**src/source/mips16_pkg.sv**
```systemverilog
`default_nettype none

package mips16_pkg;

  localparam int WORD_W     = 16;
  localparam int PC_W       = 8;
  localparam int REG_ADDR_W = 3;
  localparam int IMM_W      = 6;
  localparam int DMEM_DEPTH = 256;

  typedef logic [WORD_W-1:0]     word_t;
  typedef logic [PC_W-1:0]       pc_t;
  typedef logic [REG_ADDR_W-1:0] reg_addr_t;  // r0 reads as zero

  typedef enum logic [3:0] {
    OP_NOP  = 4'd0,
    OP_ADD  = 4'd1,
    OP_SUB  = 4'd2,
    OP_AND  = 4'd3,
    OP_OR   = 4'd4,
    OP_XOR  = 4'd5,
    OP_SL   = 4'd6,
    OP_SRA  = 4'd7,
    OP_SRL  = 4'd8,
    OP_ADDI = 4'd9,
    OP_LD   = 4'd10,
    OP_ST   = 4'd11,
    OP_BZ   = 4'd12
  } opcode_e;

  typedef enum logic [2:0] {
    ALU_ADD = 3'd0,
    ALU_SUB = 3'd1,
    ALU_AND = 3'd2,
    ALU_OR  = 3'd3,
    ALU_XOR = 3'd4,
    ALU_SHL = 3'd5,
    ALU_SRA = 3'd6,
    ALU_SRL = 3'd7
  } alu_cmd_e;

  // low six bits are either src2 plus unused bits or the immediate
  typedef struct packed {
    reg_addr_t                    src2;
    logic [IMM_W-REG_ADDR_W-1:0]  tail;
  } instr_rr_t;

  typedef union packed {
    instr_rr_t        rr;
    logic [IMM_W-1:0] imm;
  } instr_lo_t;

  typedef struct packed {
    opcode_e   opcode;
    reg_addr_t dest;    // condition for BZ, data register for ST
    reg_addr_t src1;
    instr_lo_t lo;
  } instr_t;

  typedef struct packed {
    alu_cmd_e  alu_cmd;
    word_t     op1;
    word_t     op2;
    logic      store_en;
    word_t     store_data;
    logic      wb_en;
    reg_addr_t dest;
    logic      load_sel;
  } id_ex_t;

  typedef struct packed {
    word_t     alu_result;
    logic      store_en;
    word_t     store_data;
    logic      wb_en;
    reg_addr_t dest;
    logic      load_sel;
  } ex_mem_t;

  typedef struct packed {
    word_t     alu_result;
    word_t     load_data;
    logic      wb_en;
    reg_addr_t dest;
    logic      load_sel;
  } mem_wb_t;

endpackage

`default_nettype wire

```
**src/source/hazard_if.sv**
```systemverilog
`default_nettype none

interface hazard_if;
  import mips16_pkg::*;

  reg_addr_t src1;       // 0 when not read
  reg_addr_t src2;
  reg_addr_t ex_dest;    // dest of the instruction in execute
  reg_addr_t mem_dest;   // in memory
  reg_addr_t wb_dest_h;  // in write-back
  logic      stall_n;

  modport decode (output src1, src2);
  modport execute (output ex_dest, mem_dest);
  modport memory (output wb_dest_h);
  modport hazard (input src1, src2, ex_dest, mem_dest, wb_dest_h, output stall_n);

endinterface

`default_nettype wire

```
**src/source/regfile_if.sv**
```systemverilog
`default_nettype none

interface regfile_if;
  import mips16_pkg::*;

  reg_addr_t rd_addr_1;
  reg_addr_t rd_addr_2;
  word_t     rd_data_1;
  word_t     rd_data_2;
  logic      wb_en;     // write port, visible at the core outputs
  reg_addr_t wb_dest;
  word_t     wb_data;

  modport decode (output rd_addr_1, rd_addr_2, input rd_data_1, rd_data_2);
  modport regfile (input rd_addr_1, rd_addr_2,
                   output rd_data_1, rd_data_2, wb_en, wb_dest, wb_data);
  modport observer (input wb_en, wb_dest, wb_data);

endinterface

`default_nettype wire

```
**src/source/decode_stage.sv**
```systemverilog
`default_nettype none

module decode_stage (
  input  wire logic                           ID_stage_inst_clk,
  input  wire logic                           ID_stage_inst_rst,
  input  mips16_pkg::instr_t                  instruction,
  input  wire logic                           stall_n,
  output logic                                branch_taken,
  output logic [mips16_pkg::IMM_W-1:0]        branch_offset,
  regfile_if.decode                           rf,
  hazard_if.decode                            hz,
  output mips16_pkg::id_ex_t                  id_ex
);
  import mips16_pkg::*;

  instr_t   ir;
  alu_cmd_e alu_cmd;
  logic     wb_en;
  logic     store_en;
  logic     load_sel;
  logic     imm_sel;
  logic     uses_src1;
  logic     uses_src2;
  word_t    imm_ext;
  id_ex_t   id_ex_next;

  always_ff @(posedge ID_stage_inst_clk or posedge ID_stage_inst_rst)
  begin
    if (ID_stage_inst_rst)
      ir <= '0;
    else if (stall_n)
      ir <= instruction;  // holds while stalled
  end

  always_comb
  begin
    wb_en     = 1'b0;
    store_en  = 1'b0;
    load_sel  = 1'b0;
    imm_sel   = 1'b0;
    uses_src1 = 1'b0;
    uses_src2 = 1'b0;
    case (ir.opcode)
      OP_ADD, OP_SUB, OP_AND, OP_OR, OP_XOR, OP_SL, OP_SRA, OP_SRL:
      begin
        wb_en     = 1'b1;
        uses_src1 = 1'b1;
        uses_src2 = 1'b1;
      end
      OP_ADDI:
      begin
        wb_en     = 1'b1;
        imm_sel   = 1'b1;
        uses_src1 = 1'b1;
      end
      OP_LD:
      begin
        wb_en     = 1'b1;
        load_sel  = 1'b1;
        imm_sel   = 1'b1;
        uses_src1 = 1'b1;
      end
      OP_ST:
      begin
        store_en  = 1'b1;
        imm_sel   = 1'b1;
        uses_src1 = 1'b1;
        uses_src2 = 1'b1;  // data register in the dest field
      end
      OP_BZ:
      begin
        uses_src1 = 1'b1;
      end
      default:
      begin
        wb_en = 1'b0;  // NOP and unknown opcodes
      end
    endcase
  end

  always_comb
  begin
    case (ir.opcode)
      OP_SUB:  alu_cmd = ALU_SUB;
      OP_AND:  alu_cmd = ALU_AND;
      OP_OR:   alu_cmd = ALU_OR;
      OP_XOR:  alu_cmd = ALU_XOR;
      OP_SL:   alu_cmd = ALU_SHL;
      OP_SRA:  alu_cmd = ALU_SRA;
      OP_SRL:  alu_cmd = ALU_SRL;
      default: alu_cmd = ALU_ADD;  // also address add for LD and ST
    endcase
  end

  assign rf.rd_addr_1 = ir.src1;
  assign rf.rd_addr_2 = (ir.opcode == OP_ST) ? ir.dest : ir.lo.rr.src2;
  assign hz.src1      = uses_src1 ? rf.rd_addr_1 : '0;
  assign hz.src2      = uses_src2 ? rf.rd_addr_2 : '0;

  assign imm_ext = {{(WORD_W-IMM_W){ir.lo.imm[IMM_W-1]}}, ir.lo.imm};

  // BZ with condition 0 tests src1 for zero, other conditions never branch
  assign branch_taken  = (ir.opcode == OP_BZ) && (ir.dest == '0) && (rf.rd_data_1 == '0);
  assign branch_offset = ir.lo.imm;

  always_comb
  begin
    id_ex_next.alu_cmd    = alu_cmd;
    id_ex_next.op1        = rf.rd_data_1;
    id_ex_next.op2        = imm_sel ? imm_ext : rf.rd_data_2;
    id_ex_next.store_en   = store_en;
    id_ex_next.store_data = rf.rd_data_2;
    id_ex_next.wb_en      = wb_en;
    id_ex_next.dest       = wb_en ? ir.dest : '0;  // no dest unless it writes back
    id_ex_next.load_sel   = load_sel;
  end

  always_ff @(posedge ID_stage_inst_clk or posedge ID_stage_inst_rst)
  begin
    if (ID_stage_inst_rst)
      id_ex <= '0;
    else if (!stall_n)
      id_ex <= '0;  // bubble, same as a NOP
    else
      id_ex <= id_ex_next;
  end

endmodule

`default_nettype wire

```
**src/source/execute_stage.sv**
```systemverilog
`default_nettype none

module execute_stage (
  input  wire logic             ID_stage_inst_clk,
  input  wire logic             ID_stage_inst_rst,
  input  mips16_pkg::id_ex_t    id_ex,
  output mips16_pkg::ex_mem_t   ex_mem,
  hazard_if.execute             hz
);
  import mips16_pkg::*;

  word_t               alu_result;
  logic [2*WORD_W-1:0] sra_wide;

  assign sra_wide = {{WORD_W{id_ex.op1[WORD_W-1]}}, id_ex.op1} >> id_ex.op2;

  always_comb
  begin
    case (id_ex.alu_cmd)
      ALU_ADD: alu_result = id_ex.op1 + id_ex.op2;
      ALU_SUB: alu_result = id_ex.op1 - id_ex.op2;
      ALU_AND: alu_result = id_ex.op1 & id_ex.op2;
      ALU_OR:  alu_result = id_ex.op1 | id_ex.op2;
      ALU_XOR: alu_result = id_ex.op1 ^ id_ex.op2;
      ALU_SHL: alu_result = id_ex.op1 << id_ex.op2;
      ALU_SRA: alu_result = sra_wide[WORD_W-1:0];  // sign fill
      default: alu_result = id_ex.op1 >> id_ex.op2;
    endcase
  end

  always_ff @(posedge ID_stage_inst_clk or posedge ID_stage_inst_rst)
  begin
    if (ID_stage_inst_rst)
    begin
      ex_mem <= '0;
    end
    else
    begin
      ex_mem.alu_result <= alu_result;
      ex_mem.store_en   <= id_ex.store_en;
      ex_mem.store_data <= id_ex.store_data;
      ex_mem.wb_en      <= id_ex.wb_en;
      ex_mem.dest       <= id_ex.dest;
      ex_mem.load_sel   <= id_ex.load_sel;
    end
  end

  assign hz.ex_dest  = id_ex.dest;
  assign hz.mem_dest = ex_mem.dest;

endmodule

`default_nettype wire

```
**src/source/fetch_stage.sv**
```systemverilog
`default_nettype none

module fetch_stage (
  input  wire logic                           ID_stage_inst_clk,
  input  wire logic                           ID_stage_inst_rst,
  input  wire logic                           stall_n,
  input  wire logic                           branch_taken,
  input  wire logic [mips16_pkg::IMM_W-1:0]   branch_offset,
  output mips16_pkg::pc_t                     pc
);
  import mips16_pkg::*;

  pc_t offset_ext;

  assign offset_ext = {{(PC_W-IMM_W){branch_offset[IMM_W-1]}}, branch_offset};

  always_ff @(posedge ID_stage_inst_clk or posedge ID_stage_inst_rst)
  begin
    if (ID_stage_inst_rst)
    begin
      pc <= '0;
    end
    else if (stall_n)
    begin
      if (branch_taken)
        pc <= pc + offset_ext;  // pc already points past the branch
      else
        pc <= pc + pc_t'(1);
    end
  end

endmodule

`default_nettype wire

```
**src/source/hazard_unit.sv**
```systemverilog
`default_nettype none

module hazard_unit (
  hazard_if.hazard hz
);

  logic src1_hit;
  logic src2_hit;

  // a source still owed by an older instruction holds fetch and decode
  assign src1_hit = (hz.src1 != '0) &&
                    ((hz.src1 == hz.ex_dest) ||
                     (hz.src1 == hz.mem_dest) ||
                     (hz.src1 == hz.wb_dest_h));

  assign src2_hit = (hz.src2 != '0) &&
                    ((hz.src2 == hz.ex_dest) ||
                     (hz.src2 == hz.mem_dest) ||
                     (hz.src2 == hz.wb_dest_h));

  assign hz.stall_n = !(src1_hit || src2_hit);

endmodule

`default_nettype wire

```
**src/source/memory_stage.sv**
```systemverilog
`default_nettype none

module memory_stage (
  input  wire logic             ID_stage_inst_clk,
  input  wire logic             ID_stage_inst_rst,
  input  mips16_pkg::ex_mem_t   ex_mem,
  output mips16_pkg::mem_wb_t   mem_wb,
  hazard_if.memory              hz
);
  import mips16_pkg::*;

  localparam int DMEM_ADDR_W = $clog2(DMEM_DEPTH);

  word_t                  dmem [DMEM_DEPTH];
  logic [DMEM_ADDR_W-1:0] addr;
  word_t                  load_data;

  assign addr      = ex_mem.alu_result[DMEM_ADDR_W-1:0];  // low bits only
  assign load_data = dmem[addr];

  always_ff @(posedge ID_stage_inst_clk)
  begin
    if (ex_mem.store_en)
      dmem[addr] <= ex_mem.store_data;
  end

  always_ff @(posedge ID_stage_inst_clk or posedge ID_stage_inst_rst)
  begin
    if (ID_stage_inst_rst)
    begin
      mem_wb <= '0;
    end
    else
    begin
      mem_wb.alu_result <= ex_mem.alu_result;
      mem_wb.load_data  <= load_data;
      mem_wb.wb_en      <= ex_mem.wb_en;
      mem_wb.dest       <= ex_mem.dest;
      mem_wb.load_sel   <= ex_mem.load_sel;
    end
  end

  assign hz.wb_dest_h = mem_wb.dest;

endmodule

`default_nettype wire

```
**src/source/mips16_core.sv**
```systemverilog
`default_nettype none

module mips16_core (
  input  wire logic                 ID_stage_inst_clk,
  input  wire logic                 ID_stage_inst_rst,
  input  mips16_pkg::instr_t        instruction,
  output mips16_pkg::pc_t           pc,
  output logic                      wb_en,
  output mips16_pkg::reg_addr_t     wb_dest,
  output mips16_pkg::word_t         wb_data
);
  import mips16_pkg::*;

  logic             branch_taken;
  logic [IMM_W-1:0] branch_offset;
  id_ex_t           id_ex;
  ex_mem_t          ex_mem;
  mem_wb_t          mem_wb;

  regfile_if rf ();
  hazard_if  hz ();

  fetch_stage u_fetch (
    .ID_stage_inst_clk (ID_stage_inst_clk),
    .ID_stage_inst_rst (ID_stage_inst_rst),
    .stall_n           (hz.stall_n),
    .branch_taken      (branch_taken),
    .branch_offset     (branch_offset),
    .pc                (pc)
  );

  decode_stage u_decode (
    .ID_stage_inst_clk (ID_stage_inst_clk),
    .ID_stage_inst_rst (ID_stage_inst_rst),
    .instruction       (instruction),
    .stall_n           (hz.stall_n),
    .branch_taken      (branch_taken),
    .branch_offset     (branch_offset),
    .rf                (rf.decode),
    .hz                (hz.decode),
    .id_ex             (id_ex)
  );

  execute_stage u_execute (
    .ID_stage_inst_clk (ID_stage_inst_clk),
    .ID_stage_inst_rst (ID_stage_inst_rst),
    .id_ex             (id_ex),
    .ex_mem            (ex_mem),
    .hz                (hz.execute)
  );

  memory_stage u_memory (
    .ID_stage_inst_clk (ID_stage_inst_clk),
    .ID_stage_inst_rst (ID_stage_inst_rst),
    .ex_mem            (ex_mem),
    .mem_wb            (mem_wb),
    .hz                (hz.memory)
  );

  register_file u_regfile (
    .ID_stage_inst_clk (ID_stage_inst_clk),
    .ID_stage_inst_rst (ID_stage_inst_rst),
    .mem_wb            (mem_wb),
    .rf                (rf.regfile)
  );

  hazard_unit u_hazard (
    .hz (hz.hazard)
  );

  assign wb_en   = rf.wb_en;  // register file write port
  assign wb_dest = rf.wb_dest;
  assign wb_data = rf.wb_data;

endmodule

`default_nettype wire

```
**src/source/register_file.sv**
```systemverilog
`default_nettype none

module register_file (
  input  wire logic             ID_stage_inst_clk,
  input  wire logic             ID_stage_inst_rst,
  input  mips16_pkg::mem_wb_t   mem_wb,
  regfile_if.regfile            rf
);
  import mips16_pkg::*;

  localparam int NUM_REGS = 2**REG_ADDR_W;

  word_t regs [NUM_REGS];
  word_t wb_data;

  assign wb_data = mem_wb.load_sel ? mem_wb.load_data : mem_wb.alu_result;

  always_ff @(posedge ID_stage_inst_clk or posedge ID_stage_inst_rst)
  begin
    if (ID_stage_inst_rst)
    begin
      for (int i = 0; i < NUM_REGS; i++)
        regs[i] <= '0;
    end
    else if (mem_wb.wb_en)
    begin
      regs[mem_wb.dest] <= wb_data;  // r0 is written but never read back
    end
  end

  assign rf.rd_data_1 = (rf.rd_addr_1 == '0) ? '0 : regs[rf.rd_addr_1];
  assign rf.rd_data_2 = (rf.rd_addr_2 == '0) ? '0 : regs[rf.rd_addr_2];

  assign rf.wb_en   = mem_wb.wb_en;
  assign rf.wb_dest = mem_wb.dest;
  assign rf.wb_data = wb_data;

endmodule

`default_nettype wire

```
**config.mk**
```make
export PLATFORM = sky130hd
export DESIGN_NAME = mips16_core
export DESIGN_NICKNAME = d
export VERILOG_FILES = /design/src/source/mips16_pkg.sv /design/src/source/hazard_if.sv /design/src/source/regfile_if.sv /design/src/source/decode_stage.sv /design/src/source/execute_stage.sv /design/src/source/fetch_stage.sv /design/src/source/hazard_unit.sv /design/src/source/memory_stage.sv /design/src/source/mips16_core.sv /design/src/source/register_file.sv
export SDC_FILE = /design/constraint.sdc
export NUM_CORES = 2
export LEC_CHECK = 0
export BUFFER_PORTS_ARGS = -buffer_cell sky130_fd_sc_hd__buf_2
export CAP_MARGIN = 15
export CELL_PAD_IN_SITES_DETAIL_PLACEMENT = 1
export CELL_PAD_IN_SITES_GLOBAL_PLACEMENT = 1
export CORE_UTILIZATION = 50
export DETAILED_ROUTE_END_ITERATION = 10
export PLACE_DENSITY = 0.69
export SYNTH_ARGS = -nofsm -noshare
export SYNTH_HDL_FRONTEND = slang
export SYNTH_HIERARCHICAL = 1
export SYNTH_SLANG_ARGS = --single-unit
```
**constraint.sdc**
```tcl
create_clock -name ID_stage_inst_clk -period 4.34 [get_ports ID_stage_inst_clk]
set_input_delay 0.651 -clock ID_stage_inst_clk [delete_from_list [all_inputs] [get_ports ID_stage_inst_clk]]
set_output_delay 0.651 -clock ID_stage_inst_clk [all_outputs]
set_load 0.02 [all_outputs]
```
Yosys cells after proc, flatten, opt, wreduce, memory -nomap -nowiden:

Memory sizes are Yosys's and may differ from the RTL's. A register that Yosys moved wholly into a read port is not among the register bits.
Index checks and enable logic that the tools add are counted.

* reductions and logical operators: 21
* bitwise logic cells: 6
* add/subtract/negate cells: 4
* multiplexer cells: 29
* equality and inequality tests: 24
* order comparisons: 4
* shift-type cells: 3

Operators with widths (number)
* 16-bit 2-to-1 mux: 9
* 128-bit bitwise mux: 1
* 16-bit one-hot mux with 7 select lines: 1
* 16-bit binary-select mux with 3-bit select: 2
* 57-bit 2-to-1 mux: 1
* 16-bit demux with 3-bit select: 1
* 32-bit by 16-bit right shift with 16-bit output: 1
* 3-bit one-hot mux with 7 select lines: 1
* 4-bit equality test (second input constant): 5
* 3-bit equality test: 6
* 16-bit adder: 1
* 16-bit bitwise AND: 1
* 4-bit by 3-bit equality test with 1-bit output (second input constant): 4
* 16-bit logical NOT: 1
* 16-bit OR: 1
* 16-bit by 16-bit left shift with 16-bit output: 1
* 16-bit by 16-bit right shift with 16-bit output: 1
* 16-bit subtractor: 1
* 16-bit bitwise XOR: 1
* 4-bit >= comparator (second input constant): 3
* 3-bit logical NOT: 4
* 3-bit 2-to-1 mux: 4
* 3-bit inverter with 4-bit output: 3
* 12-bit OR reduction: 1
* other kinds (16): 36

* input bits: 18
* RAM bits: 4096
* output and inout bits: 28
* memories kept: 1
* word-level logic and storage cells: 123
* bits in registers: 268

Memory list
* u_memory.dmem: words 256, width 16, read ports 1, clocked after Yosys merged registers in 1, write ports 1, RTL line memory_stage.sv:14 `word_t dmem [DMEM_DEPTH];`

Longest topological paths before layout:

* word-level depth: 10
* gate-level depth with buffers: 18
* mapped depth without buffers: 14

By module:

The synthesis kept the hierarchy.

Modules (own cells, without submodules)
* memory_stage: sequential area each 123923.9 um^2, times used 1, cells each 6752, area an instance 156032.1 um^2
* register_file: sequential area each 2802.7 um^2, times used 1, cells each 606, area an instance 6394.9 um^2
* execute_stage: sequential area each 950.9 um^2, times used 1, cells each 561, area an instance 4840.9 um^2
* decode_stage: sequential area each 1826.8 um^2, times used 1, cells each 234, area an instance 2889.0 um^2
* fetch_stage: sequential area each 200.2 um^2, times used 1, cells each 52, area an instance 565.5 um^2
* hazard_unit: sequential area each 0.0 um^2, times used 1, cells each 34, area an instance 249.0 um^2

Worst setup path before layout:

No wires, ideal clock.

* path kind: flip-flop to flip-flop
* start point: register u_execute/ex_mem[5] (netlist name)
* end point: memory u_memory/dmem[0][0] in the netlist's numbering, data pin
* period minus slack after synthesis: 3.969 ns
* required time: 3.539 ns
* library setup time: 0.801 ns
* path slack: 0.371 ns
* cell stages (with the launch flop): 1
* data arrival time: 3.169 ns
* buffers on the path: 0
* cell sequence: dfrtp_1

RTL lines (RTL line)
* end, declared: memory_stage.sv:14

No word-level cell before the write port.

Final worst setup path:

* start point: register u_decode.ir (netlist bit u_decode/rf.rd_addr_1[0])
* end point: register u_fetch.pc[6]

* cells in the longest elaborated chain, start to end: 8
* elaborated cells on any way between the ends: 18
* classes of those cells: 3 x eq/ne; 6 x mux; 1 x bitwise; 8 x reduce/logical

RTL lines
* start, declared: RTL line decode_stage.sv:16 `instr_t ir;`
* start signal, assigned: RTL line decode_stage.sv:32 `ir <= instruction;`
* 3-bit inverter with 4-bit output (not written as such): RTL line register_file.sv:31 `assign rf.rd_data_1 = (rf.rd_addr_1 == '0) ? '0 : regs[rf.rd_addr_1];`
* 16-bit binary-select mux with 3-bit select: RTL line register_file.sv:31
* 16-bit 2-to-1 mux (not written as such) (2 in a row): RTL line register_file.sv:31
* 16-bit 2-to-1 mux (*): RTL line register_file.sv:31
* via rf.rd_data_1[2]: RTL line regfile_if.sv:8 `word_t rd_data_1;`
* 16-bit logical NOT (*): RTL line decode_stage.sv:103 `assign branch_taken = (ir.opcode == OP_BZ) && (ir.dest == '0) && (rf.rd_data_1 == '0);`
* 1-bit logical AND (*): RTL line decode_stage.sv:103
* via branch_taken: RTL line mips16_core.sv:14 `logic branch_taken;`
* 8-bit 2-to-1 mux (*): RTL line fetch_stage.sv:25 `if (branch_taken)`
* end signal, assigned: RTL line fetch_stage.sv:26 `pc <= pc + offset_ext;`
* end signal, assigned: RTL line fetch_stage.sv:28 `pc <= pc + pc_t'(1);`
* end, declared: RTL line fetch_stage.sv:9 `output mips16_pkg::pc_t pc`

The timed path passes the listed nets; every way through them passes the cells marked *. The select of a mux whose other input is x is not followed.
A chain may end at the register's enable or synchronous reset.

==> run summary <==
Maximum capacitance violations - 0
Slew margin rel. - 13.17%
Multi-input gate area - 38740 µm²
Remaining Overflow, GRT - 0
Seq pwr share - 40.7%
CP Capture Type - flip-flop
Antenna violations before repair - 21
CTS buffer count - 433
Status - finished with violations
Top cells by area, synth - edfxtp_1 (72%), mux4_2 (14%), dfrtp_1 (3.9%), a22oi_1 (2.3%), a21oi_1 (1.0%)
Switching power - 42.33 mW
WL final - 480700 µm
Area growth syn-to-layout - 13.82%
Dpl cells - 12927
Initial Util - 50.28%
First-pass GRT wire length - 686600 µm
Crit Path Max Fanout - 13
Share of cells above drive strength 1 - 28.07%
Drt wl/cell - 34.95 µm
Most frequent cells in the layout - edfxtp_1 (4096), mux4_2 (1049), buf_4 (586)
Seq cells post-synth - 4364
Vias in the first global route - 92514
Final worst path period need - 4.097 ns
Site Rows - 214
Violated checks - DRC
CP Data Required Time - 5.25 ns
Synth area leader - edfxtp_1
Clk_lat worst skew - 0.99 ns
Slowest stage cell, crit path - dfrtp_2
Power after layout - 127.5 mW
Power per cell area - 655.4 nW/µm²
Port bufs - 45
Synth Warn # - 6
Final hold slack - 0.2040 ns
Clock sinks - 4364
Final Slew Violations - 0
Post-synthesis sequential area ratio - 75.86%
Crit path cell chain - buf_12 > mux2_2 > a221oi_1 > a221oi_1 > nor4_1 > nand2_1 > nor3_4 > buf_4 > nand2b_1 > ha_1 > fa_1 > a21o_1 > a21o_1 > a21oi_2 > mux2i_1 > xnor2_1
Final Skew - 0.04501 ns
Commonest non-fill, non-tap cell in the layout - edfxtp_1
Crit start category - flip-flop
Pleak - 62.66 nW
Peak supply drop - 0.5770 mV
Vias per cell - 6.485
Mapped Nets - 8312
Post-DRT Antenna Nets - 0
First-pass DRT Iterations - 8
Clock power share - 28.7%
Die area - 344300 µm²
Filler instances - 29029
Final Cycle Share - 94.40%
Tot GR Track Use - 27.72%
Main synth FF type - edfxtp_1
H-tree depth - 5
Via count - 89212
Hold Fails Final Rpt - 0
Signal arrival time at the worst endpoint - 5.01 ns
Clk buf depth - 4
Routability congestion estimate - 0.8947
Unique cell type count in the Yosys netlist - 91
HP Class - in2async
Comb pwr share - 30.6%
I/O Pins - 46
CP peak stage delay - 0.43 ns
Post-synth EDFFs - 4096
Die height - 586.8 µm
Mapped Cells - 8239
Worst-path clk slew - 0.06 ns
Final #Nets - 8922
Register Area - 129800 µm²
Final setup fails - 0
Share of the synthesized area in the top cell type - 71.94%
HPWL Detailed - 290500 µm
RSZ-0062 raised after global routing - no
CTS tree - done
Post-Layout Cell Count - 13756
Die width - 586.8 µm
Internal - 85.21 mW
Switching share of total power - 33.19%
Peak Freq - 244.1 MHz
Largest net degree at the start of global routing - 212
DRC errors left - 4
Crit Path Class - reg2reg
Asr flop ratio synth - 6.141%
Least-Margin Pin Slew - 1.302 ns
Starting DRT DRC Count - 11195
Root buf cell - clkbuf_16
Core area - 340100 µm²
Synth Cell Area - 171000 µm²
Mean post-synth cell area - 20.75 µm²
[sequential cells by signal (all words and copies together) (netlist names), 6 cells and up]
register and flops:
u_memory/dmem 4096, u_decode/ir 7, u_decode/id_ex 57, u_fetch/pc 8, u_memory/mem_wb 34, u_decode/branch_offset 6
u_execute/ex_mem 35, u_regfile/regs 112
[worst max-delay path, delay by kind of cell (launching register included)]
kind / cells / cell delay, ns
flip-flops: 1 / 0.43
adder cells (fa/ha/maj): 2 / 0.65
AO/OA/AOI/OAI: 5 / 0.99
buffers and inverters: 2 / 0.37
AND/OR/NAND/NOR: 4 / 0.86
XOR/XNOR: 1 / 0.14
multiplexers: 2 / 0.56
[kinds of logic after synthesis]
logic type               share of synthesized area, %
buffers and inverters                           1.807
XOR/XNOR                                       0.2254
multiplexers                                    14.88
flip-flops                                      75.86
AND/OR/NAND/NOR                                 1.954
AO/OA/AOI/OAI                                   4.849
adder cells (fa/ha/maj)                        0.4171
[layer usage]
metal	vias up	GRT usage, %	wire length [µm]
met4	10	9.121	16940
li1	35710	-	-
met2	4375	44.64	232600
met3	774	5.133	41900
met1	48343	38.64	189200
met5	-	0	75
[synthesized netlist by cell type (all sizes together), types with 7 or more instances]
cell type	count
or3	10
o211ai	12
buf	261
o21ai	116
nor2b	21
mux2i	101
nand4	23
nand2	131
clkbuf	292
and2	55
o41ai	65
inv	62
a211oi	7
a21o	10
a221oi	63
nand2b	16
a31oi	10
mux2	59
a22oi	520
nor3	49
mux4	1049
dfrtp	268
nor2	337
edfxtp	4096
xor2	23
a21oi	370
xnor2	21
nor4	15
ha	53
nand3	34
[final cells by class]
class | instances | share of cell area (%)
diodes | 7 | 0.009001
inverters | 64 | 0.1254
flip-flops and latches | 4364 | 66.69
repair buffers | 728 | 3.291
clock inverters | 242 | 1.137
clock buffers | 557 | 5.927
multi-input cells | 3258 | 19.91
well taps | 4536 | 2.916
[final timing paths]
kind | start | to | slack [ns] | depth (start not counted)
min | ID_stage_inst_rst | u_regfile/regs[95] | 0.20 | 3
min in group ID_stage_inst_clk | u_execute/ex_mem[0] | u_memory/mem_wb[0] | 0.35 | 0
max in group asynchronous | ID_stage_inst_rst | u_decode/id_ex[19] | 2.96 | 4
max reg2reg | u_decode/rf.rd_addr_1[0] | u_fetch/pc[6] | 0.24 | 16
max | u_decode/rf.rd_addr_1[0] | u_fetch/pc[6] | 0.24 | 16
min reg2reg | u_execute/ex_mem[0] | u_memory/mem_wb[0] | 0.35 | 0
[timing repair]
item                                    CTS  global route
setup buffers                             0             2
hold buffers                             17             0
gates cloned                              0             2
gates resized for setup                   1             3
endpoints found under the setup margin    1             2
endpoints found under the hold margin   178             0
pin swaps                                 0             2
[power by group through the flow]
stage,registers [mW],clock network (mW),logic (mW)
finish,51.9,36.6,39.0
global route,52.0,38.5,40.8
CTS,51.9,37.1,38.9
detailed placement,52.7,0,38.6
global placement,52.6,0,37.8
floorplan,53.0,0,23.1
[metrics by stage]
step	setup slack, ns	setup TNS [ns]	utilization (%)	area, µm²
6_report	0.2430	0	57.23	194600
5_1_grt	0.002113	0	57.22	194600
4_1_cts	0.1116	0	57.19	194500
3_5_place_dp	-0.05292	-0.05292	53.09	180500
3_3_place_gp	-0.3476	-0.5475	53.09	180500
2_1_floorplan	0.3706	0	-	171000
No activity file was read; power rests on OpenSTA's default activity.
